## src/logic/pep_param_pkg.sv

```systemverilog
`default_nettype none
// ---------------------------------------------------------------------
// PBS processing slice parameters
// Width and count constants shared by the switch, buffer and
// decomposition stages
// ---------------------------------------------------------------------

package pep_param_pkg;

  // Incoming coefficient width, modulus 2^MOD_Q_W
  localparam int MOD_Q_W = 32;

  // Width after modulus switch
  localparam int MODSW_W = 12;

  // Decomposition base log and number of levels
  // MODSW_W is PBS_B_W * PBS_L
  localparam int PBS_B_W = 4;
  localparam int PBS_L   = 3;

  // Enough bits to index PBS_L levels
  localparam int LEVEL_W = 2;

  // Batch identifier
  localparam int BPBS_ID_W = 6;

  // Element buffer depth when the top level does not override it
  localparam int FIFO_DEPTH_DFLT = 4;

endpackage

`default_nettype wire

```

## src/logic/pep_stream_pkg.sv

```systemverilog
`default_nettype none
// ---------------------------------------------------------------------
// PBS processing slice stream types
// Input word, switched element, output digit and side word layouts
// ---------------------------------------------------------------------

package pep_stream_pkg;

  // ------------------------------------------------------------------
  // Input side
  // ------------------------------------------------------------------
  typedef struct packed {
    logic [pep_param_pkg::BPBS_ID_W-1:0]                        pbs_id;
    logic [pep_param_pkg::MOD_Q_W-pep_param_pkg::BPBS_ID_W-1:0] reserved;
  } hdr_t;

  // Same 32-bit word, in_hdr tells which view applies
  typedef union packed {
    logic [pep_param_pkg::MOD_Q_W-1:0] coef;
    hdr_t                              hdr;
  } proc_word_u;

  // ------------------------------------------------------------------
  // Switched element, as stored in the buffer
  // ------------------------------------------------------------------
  typedef struct packed {
    logic [pep_param_pkg::MODSW_W-1:0]   data;
    logic [pep_param_pkg::BPBS_ID_W-1:0] pbs_id;
    logic                                sob;
    logic                                eob;
  } modsw_elt_t;

  // ------------------------------------------------------------------
  // Output digit
  // ------------------------------------------------------------------
  typedef struct packed {
    // Two's complement, one bit wider than the base
    logic signed [pep_param_pkg::PBS_B_W:0] digit;
    logic [pep_param_pkg::LEVEL_W-1:0]      level;
    logic [pep_param_pkg::BPBS_ID_W-1:0]    pbs_id;
    logic                                   sob;
    logic                                   eob;
  } decomp_elt_t;

  // ------------------------------------------------------------------
  // Side word
  // ------------------------------------------------------------------
  typedef struct packed {
    logic fifo_ovf;
  } pep_error_t;

  typedef struct packed {
    logic coef_in;
    logic digit_out;
  } pep_counter_inc_t;

  typedef struct packed {
    pep_error_t       error;
    pep_counter_inc_t counter_inc;
  } pep_side_t;

endpackage

`default_nettype wire

```

## src/logic/pep_decomp.sv

```systemverilog
`default_nettype none
// ---------------------------------------------------------------------
// Balanced decomposition
// Splits each buffered element into PBS_L signed digits of base
// 2^PBS_B_W, least significant level first, one digit per cycle
// ---------------------------------------------------------------------

module pep_decomp (
  input  logic                        prc_clk,
  input  logic                        prc_srst_n,

  input  pep_stream_pkg::modsw_elt_t  head_elt,
  input  logic                        head_vld,

  output logic                        pop,
  output pep_stream_pkg::decomp_elt_t out_elt,
  output logic                        out_avail,
  output logic                        digit_inc
);

  localparam int B_W = pep_param_pkg::PBS_B_W;

  pep_stream_pkg::modsw_elt_t          cur;
  logic                                busy;
  logic [pep_param_pkg::LEVEL_W-1:0]   level;
  logic [B_W-1:0]                      low;
  logic                                carry;
  logic                                last_lvl;
  logic [pep_param_pkg::MODSW_W-1:0]   res_next;

  // Low bits of the residual, carry when at least half the base
  assign low   = cur.data[B_W-1:0];
  assign carry = low[B_W-1];

  // Carry is folded into the residual; beyond the last level it is lost
  assign res_next = (cur.data >> B_W) + pep_param_pkg::MODSW_W'(carry);

  assign last_lvl = busy & (level == pep_param_pkg::LEVEL_W'(pep_param_pkg::PBS_L - 1));

  // Next element taken while idle or on the last digit
  assign pop = head_vld & (~busy | last_lvl);

  // ---------------------------------------------------------------------
  // Level control
  // ---------------------------------------------------------------------
  always_ff @(posedge prc_clk) begin
    if (!prc_srst_n) begin
      busy      <= 1'b0;
      level     <= '0;
      out_avail <= 1'b0;
    end else begin
      out_avail <= busy;
      if (pop) begin
        busy  <= 1'b1;
        level <= '0;
      end else if (last_lvl) begin
        busy <= 1'b0;
      end else if (busy) begin
        level <= level + 1'b1;
      end
    end
  end

  // ---------------------------------------------------------------------
  // Residual and digit output
  // ---------------------------------------------------------------------
  always_ff @(posedge prc_clk) begin
    if (pop) begin
      cur <= head_elt;
    end else if (busy) begin
      cur.data <= res_next;
    end

    // low - 2^B when carry, which is just {carry, low} in B+1 bits
    out_elt.digit  <= $signed({carry, low});
    out_elt.level  <= level;
    out_elt.pbs_id <= cur.pbs_id;
    out_elt.sob    <= cur.sob & (level == '0);
    out_elt.eob    <= cur.eob & last_lvl;
  end

  // One count per emitted digit
  assign digit_inc = out_avail;

endmodule

`default_nettype wire

```

## src/logic/pep_elt_fifo.sv

```systemverilog
`default_nettype none
// ---------------------------------------------------------------------
// Element buffer
// Circular FIFO between the modulus switch and the decomposer,
// a push into a full buffer is dropped and flagged
// ---------------------------------------------------------------------

module pep_elt_fifo #(
  parameter int FIFO_DEPTH = pep_param_pkg::FIFO_DEPTH_DFLT
) (
  input  logic                       prc_clk,
  input  logic                       prc_srst_n,

  input  pep_stream_pkg::modsw_elt_t sw_elt,
  input  logic                       sw_avail,
  input  logic                       pop,

  output pep_stream_pkg::modsw_elt_t head_elt,
  output logic                       head_vld,
  output logic                       fifo_ovf
);

  localparam int PTR_W = (FIFO_DEPTH > 1) ? $clog2(FIFO_DEPTH) : 1;
  localparam int CNT_W = $clog2(FIFO_DEPTH + 1);

  pep_stream_pkg::modsw_elt_t mem [FIFO_DEPTH];

  logic [PTR_W-1:0] wr_ptr;
  logic [PTR_W-1:0] rd_ptr;
  logic [CNT_W-1:0] count;
  logic             full;
  logic             push_ok;
  logic             pop_ok;

  assign full    = (count == CNT_W'(FIFO_DEPTH));
  assign push_ok = sw_avail & ~full;
  assign pop_ok  = pop & head_vld;

  // ---------------------------------------------------------------------
  // Pointers and occupancy
  // ---------------------------------------------------------------------
  always_ff @(posedge prc_clk) begin
    if (!prc_srst_n) begin
      wr_ptr   <= '0;
      rd_ptr   <= '0;
      count    <= '0;
      fifo_ovf <= 1'b0;
    end else begin
      fifo_ovf <= sw_avail & full;
      if (push_ok) begin
        wr_ptr <= (wr_ptr == PTR_W'(FIFO_DEPTH - 1)) ? '0 : wr_ptr + 1'b1;
      end
      if (pop_ok) begin
        rd_ptr <= (rd_ptr == PTR_W'(FIFO_DEPTH - 1)) ? '0 : rd_ptr + 1'b1;
      end
      case ({push_ok, pop_ok})
        2'b10:   count <= count + 1'b1;
        2'b01:   count <= count - 1'b1;
        default: count <= count;
      endcase
    end
  end

  // Storage
  always_ff @(posedge prc_clk) begin
    if (push_ok) begin
      mem[wr_ptr] <= sw_elt;
    end
  end

  // Head is read straight from storage
  assign head_elt = mem[rd_ptr];
  assign head_vld = (count != '0);

endmodule

`default_nettype wire

```

## src/logic/pep_modsw.sv

```systemverilog
`default_nettype none
// ---------------------------------------------------------------------
// Modulus switch
// Decodes header and coefficient words, tracks the batch id and
// rounds each coefficient to its top MODSW_W bits
// ---------------------------------------------------------------------

module pep_modsw (
  input  logic                       prc_clk,
  input  logic                       prc_srst_n,

  input  pep_stream_pkg::proc_word_u in_word,
  input  logic                       in_avail,
  input  logic                       in_hdr,
  input  logic                       in_last,

  output pep_stream_pkg::modsw_elt_t sw_elt,
  output logic                       sw_avail,
  output logic                       coef_inc
);

  // Number of dropped low bits
  localparam int DROP_W = pep_param_pkg::MOD_Q_W - pep_param_pkg::MODSW_W;

  // Half of the least significant kept unit
  localparam logic [pep_param_pkg::MOD_Q_W-1:0] ROUND_HALF =
    pep_param_pkg::MOD_Q_W'(1) << (DROP_W - 1);

  logic                                hdr_vld;
  logic                                coef_vld;
  logic [pep_param_pkg::BPBS_ID_W-1:0] cur_pbs_id;
  logic                                sob_pend;
  logic [pep_param_pkg::MOD_Q_W-1:0]   coef_rnd;

  assign hdr_vld  = in_avail & in_hdr;
  assign coef_vld = in_avail & ~in_hdr;

  // Wraps modulo 2^MOD_Q_W, so the kept bits wrap modulo 2^MODSW_W
  assign coef_rnd = in_word.coef + ROUND_HALF;

  // ---------------------------------------------------------------------
  // Batch tracking
  // ---------------------------------------------------------------------
  always_ff @(posedge prc_clk) begin
    if (!prc_srst_n) begin
      cur_pbs_id <= '0;
      sob_pend   <= 1'b0;
      sw_avail   <= 1'b0;
    end else begin
      sw_avail <= coef_vld;
      if (hdr_vld) begin
        cur_pbs_id <= in_word.hdr.pbs_id;
        sob_pend   <= 1'b1;
      end else if (coef_vld) begin
        sob_pend <= 1'b0;
      end
    end
  end

  // ---------------------------------------------------------------------
  // Switched element
  // ---------------------------------------------------------------------
  always_ff @(posedge prc_clk) begin
    if (coef_vld) begin
      sw_elt.data   <= coef_rnd[pep_param_pkg::MOD_Q_W-1 -: pep_param_pkg::MODSW_W];
      sw_elt.pbs_id <= cur_pbs_id;
      sw_elt.sob    <= sob_pend;
      sw_elt.eob    <= in_last;
    end
  end

  // One count per switched element
  assign coef_inc = sw_avail;

endmodule

`default_nettype wire

```

## src/logic/pep_ntt_slice.sv

```systemverilog
`default_nettype none
// ---------------------------------------------------------------------
// PBS processing slice top level
// Modulus switch, element buffer and balanced decomposer in a row,
// with the error and counter side word
// ---------------------------------------------------------------------

module pep_ntt_slice #(
  parameter int FIFO_DEPTH = pep_param_pkg::FIFO_DEPTH_DFLT
) (
  input  logic                        prc_clk,
  input  logic                        prc_srst_n,

  input  pep_stream_pkg::proc_word_u  in_word,
  input  logic                        in_avail,
  input  logic                        in_hdr,
  input  logic                        in_last,

  output pep_stream_pkg::decomp_elt_t out_elt,
  output logic                        out_avail,
  output pep_stream_pkg::pep_side_t   side
);

  // Switch to buffer
  pep_stream_pkg::modsw_elt_t sw_elt;
  logic                       sw_avail;

  // Buffer to decomposer
  pep_stream_pkg::modsw_elt_t head_elt;
  logic                       head_vld;
  logic                       pop;

  // Side fields
  logic                       coef_inc;
  logic                       digit_inc;
  logic                       fifo_ovf;

  pep_modsw modsw0 (
    .prc_clk    (prc_clk),
    .prc_srst_n (prc_srst_n),
    .in_word    (in_word),
    .in_avail   (in_avail),
    .in_hdr     (in_hdr),
    .in_last    (in_last),
    .sw_elt     (sw_elt),
    .sw_avail   (sw_avail),
    .coef_inc   (coef_inc)
  );

  pep_elt_fifo #(
    .FIFO_DEPTH (FIFO_DEPTH)
  ) fifo0 (
    .prc_clk    (prc_clk),
    .prc_srst_n (prc_srst_n),
    .sw_elt     (sw_elt),
    .sw_avail   (sw_avail),
    .pop        (pop),
    .head_elt   (head_elt),
    .head_vld   (head_vld),
    .fifo_ovf   (fifo_ovf)
  );

  pep_decomp decomp0 (
    .prc_clk    (prc_clk),
    .prc_srst_n (prc_srst_n),
    .head_elt   (head_elt),
    .head_vld   (head_vld),
    .pop        (pop),
    .out_elt    (out_elt),
    .out_avail  (out_avail),
    .digit_inc  (digit_inc)
  );

  // Side word, every field already a flop output
  assign side.error.fifo_ovf        = fifo_ovf;
  assign side.counter_inc.coef_in   = coef_inc;
  assign side.counter_inc.digit_out = digit_inc;

endmodule

`default_nettype wire

```

## config.mk

```make
export PLATFORM = sky130hd
export DESIGN_NAME = pep_ntt_slice
export DESIGN_NICKNAME = d
export VERILOG_FILES = /design/src/logic/pep_param_pkg.sv /design/src/logic/pep_stream_pkg.sv /design/src/logic/pep_decomp.sv /design/src/logic/pep_elt_fifo.sv /design/src/logic/pep_modsw.sv /design/src/logic/pep_ntt_slice.sv
export SDC_FILE = /design/constraint.sdc
export NUM_CORES = 1
export LEC_CHECK = 0
export ABC_CLOCK_PERIOD_IN_PS = 3150
export BUFFER_PORTS_ARGS = -buffer_cell sky130_fd_sc_hd__buf_2
export CAP_MARGIN = 20
export CORE_ASPECT_RATIO = 0.9
export CORE_UTILIZATION = 58
export CTS_BUF_LIST = sky130_fd_sc_hd__clkbuf_16
export DETAILED_ROUTE_END_ITERATION = 8
export GPL_TIMING_DRIVEN = 1
export PLACE_DENSITY = 0.78
export SKIP_CTS_REPAIR_TIMING = 1
export SLEW_MARGIN = 20
export SYNTH_ARGS = -nofsm -noshare
export SYNTH_HDL_FRONTEND = slang
export SYNTH_SLANG_ARGS = --single-unit
```

## constraint.sdc

```tcl
create_clock -name prc_clk -period 3.15 [get_ports prc_clk]
set_input_delay 0.4725 -clock prc_clk [delete_from_list [all_inputs] [get_ports prc_clk]]
set_output_delay 0.4725 -clock prc_clk [all_outputs]
set_load 0.02 [all_outputs]
```

==> flow_metrics.env <==
export IMPL_maxSlewHeadroom=0.4134
export IMPL_grt_ovfl_total=0
export IMPL_hold_violations=0
export IMPL_clk_path_buf_depth=2
export IMPL_synth_xor_area_frac=0.02552
export IMPL_nNetsFinal=434
export IMPL_diodes=0
export IMPL_status="completed"
export IMPL_synth_area_mux_share=0.08964
export IMPL_htreeDepth=4
export IMPL_path_cells="or3_1 > nand2_8 > inv_6 > ha_1 > fa_1 > xnor2_1 > or3_1 > a21oi_1"
export IMPL_synth_simple_area_share=0.07377
export IMPL_drt_iter0_drc=106
export IMPL_critPathSlowestCell="or3_1"
export IMPL_tns_ns=0
export IMPL_fill_cells=613
export IMPL_drc=0
export IMPL_timing_hold_ws_ns=0.2436
export IMPL_synth_seq_area_share=0.7412
export IMPL_post_route_min_period_ns=2.570
export IMPL_die_y_um=97.15
export IMPL_area_growth_pct=16.43
export IMPL_final_core_util=0.6973
export IMPL_syn_avg_cell_area_um2=17.36
export IMPL_path_buf_inv=1
export IMPL_setup_viol=0
export IMPL_synth_edf_count=120
export IMPL_initial_core_util=0.5989
export IMPL_cpMostUsedCell="or3_1"
export IMPL_layout_setup_ws_ns=0.5796
export IMPL_finalPower_mw=6.095
export IMPL_synth_fa_ha_area_frac=0.02702
export IMPL_cts_sinks=156
export IMPL_cts_buffers=17
export IMPL_grt_pass1_vias=3069
export IMPL_cpPeakStageDelay_ns=0.56
export IMPL_synth_cell_type_count=38
export IMPL_synth_async_reset_ratio=0
export IMPL_dpl_hpwl_mm=5.944
export IMPL_clk_pin_slew_ns=0.06
export IMPL_r2r_setup_slack_ns=0.58
export IMPL_rsz0062_at_grt="false"
export IMPL_synth_top_family_by_area="multiplexers"
export IMPL_drtPass1Iterations=4
export IMPL_cp_max_fo=15
export IMPL_placement_io_buffers=36
export IMPL_insertion_delay_ns=0.41
export IMPL_die_area_mm2=0.01047
export IMPL_layout_cells_non_filler=524
export IMPL_post_place_ws_ns=0.6356
export IMPL_die_w_um=107.7
export IMPL_via_count=2952
export IMPL_arrival_ns=2.90
export IMPL_crit_type="register to register"
export IMPL_coreArea_mm2=0.009742
export IMPL_fin_area_mm2=0.006793
export IMPL_cp_end_kind="register"
export IMPL_grt_pass1_wl_mm=15.99
export IMPL_ioPinCount=56
export IMPL_ys_flop_type="edfxtp_1"
export IMPL_dp_cells=492
export IMPL_rows=34
export IMPL_grt_antenna_before_repair=0
export IMPL_p_per_area_mw_per_mm2=897.3
export IMPL_ant_nets=0
export IMPL_ys_warn_count=0
export IMPL_period_share=0.8160
export IMPL_drive_above_1_share=0.2613
export IMPL_cts_root_buf="clkbuf_16"
export IMPL_grt_max_degree=22
export IMPL_postPlaceCellArea_mm2=0.006148
export IMPL_syn_inst=336
export IMPL_peakVddDrop_uv=601.0
export IMPL_timing_fmax_mhz=389.0
export IMPL_maxCapViolCount=0
export IMPL_syn_num_nets=385
export IMPL_synth_seq_cells=156
export IMPL_cts_tree="yes"
export IMPL_worstMarginPinSlew_ns=0.8788
export IMPL_cp_data_required_time_ns=3.48
export IMPL_synth_area_mm2=0.005834
export IMPL_slew_violations=0
export IMPL_viasPerCell=5.634
export IMPL_wl_per_cell_um=18.42
export IMPL_grt_use_total=0.2142
export IMPL_crit_family="simple AND/OR/NAND/NOR gates"
export IMPL_place_gp_congestion=0.7284
export IMPL_start_kind="register"
export IMPL_p_leak_nw=2.406
export IMPL_final_setup_skew_ns=0.005821
export IMPL_routed_wirelength_mm=9.650
export IMPL_hold_path_class="primary input to register"
export IMPL_synth_compound_area_share=0.02338
-- synth_stat cells (5+ instances only) --
library cell  instances  area [µm²]
edfxtp_1            120        3603
dfxtp_1              36       720.7
mux4_2               20       450.4
nand3_1              18       90.09
nand2_1              14       52.55
a21oi_1              13       65.06
ha_1                 11       137.6
nor3_1                9       45.04
o21ai_0               9       45.04
xor2_1                9       78.83
xnor2_1               8       70.07
and3_1                6       37.54
inv_1                 6       22.52
nor2_1                6       22.52
buf_4                 5       37.54
or3_1                 5       31.28
-- worst reg2reg max path: cells and delay by family, from the launching register on --
family	cells	cell delay (ns)
and+or+nand+nor	3	1.04
adders and majority gates	2	0.70
DFF	1	0.37
xor gates and xnor gates	1	0.15
AOI/OAI and AO/OA	1	0.15
buffers and inverters	1	0.09
-- cell families (layout without fill, tap and decap cells) --
kind of cell | count (synthesis) | count (layout)
adders and majority gates | 12 | 12
and+or+nand+nor | 78 | 78
xor gates and xnor gates | 17 | 17
muxes | 26 | 26
AOI/OAI and AO/OA | 26 | 26
buffers and inverters | 21 | 83
DFF | 156 | 156
-- layer usage --
metal / vias to the layer above / part of all wire / track usage
met1: 1450 / 0.42 / 0.2737
met3: 18 / 0.048 / 0.06304
met2: 96 / 0.51 / 0.3407
met5: - / 0 / 0
met4: 0 / 0.016 / 0.09378
li1: 1388 / - / -
-- state kept, by name, indices dropped and copies added (netlist names), 2 cells and up, named ones only --
| signal | count |
|---|---|
| fifo0.rd_ptr | 2 |
| fifo0.wr_ptr | 2 |
| modsw0.sw_elt | 20 |
| modsw0.cur_pbs_id | 6 |
| fifo0.mem | 80 |
| decomp0.out_elt | 14 |
| fifo0.count | 3 |
| decomp0.level | 2 |
| decomp0.cur | 19 |
-- power by group --
group	total, mW	internal (mW)	switching [mW]
Clock	2.19	1.41	0.779
Combinational	1.12	0.473	0.645
Sequential	2.79	2.62	0.169
-- path summary, 6_finish.rpt --
kind	start	depth (start not counted)	endpoint
max	fifo0.count[0]	8	fifo0.count[2]
min	in_last	1	modsw0.sw_elt[0]
max reg2reg	fifo0.count[0]	8	fifo0.count[2]
min reg2reg	decomp0.cur[8]	0	decomp0.out_elt[10]
-- placed cells by master (no fill, tap or decap), drive strengths merged --
cell type  instances
dfxtp             36
edfxtp           120
and3               9
xnor2              8
xor2               9
or3                5
fa                 1
buf               43
nor3b              1
or3b               1
clkbuf            17
o21ai              9
nor3               9
nand4              2
mux2               4
a21oi             13
nor4               2
and2               3
clkinv             4
a31oi              3
nand3             18
o31ai              1
bufinv             5
nor2b              2
or4                2
mux2i              2
nand2             15
inv               14
mux4              20
nor2               6
ha                11
nand2b             3
-- final cells by class --
cell class / instances / area (µm²) / area share
sequential: 156 / 4324 / 0.6366
multi-input combinational: 159 / 1399 / 0.2059
clock inverter: 15 / 219.0 / 0.03223
inverter: 8 / 35.03 / 0.005157
timing repair buffer: 43 / 232.7 / 0.03426
clock buffer: 17 / 425.4 / 0.06263
tap: 126 / 157.7 / 0.02321
Note: power is estimated with default switching activity, not from simulation.
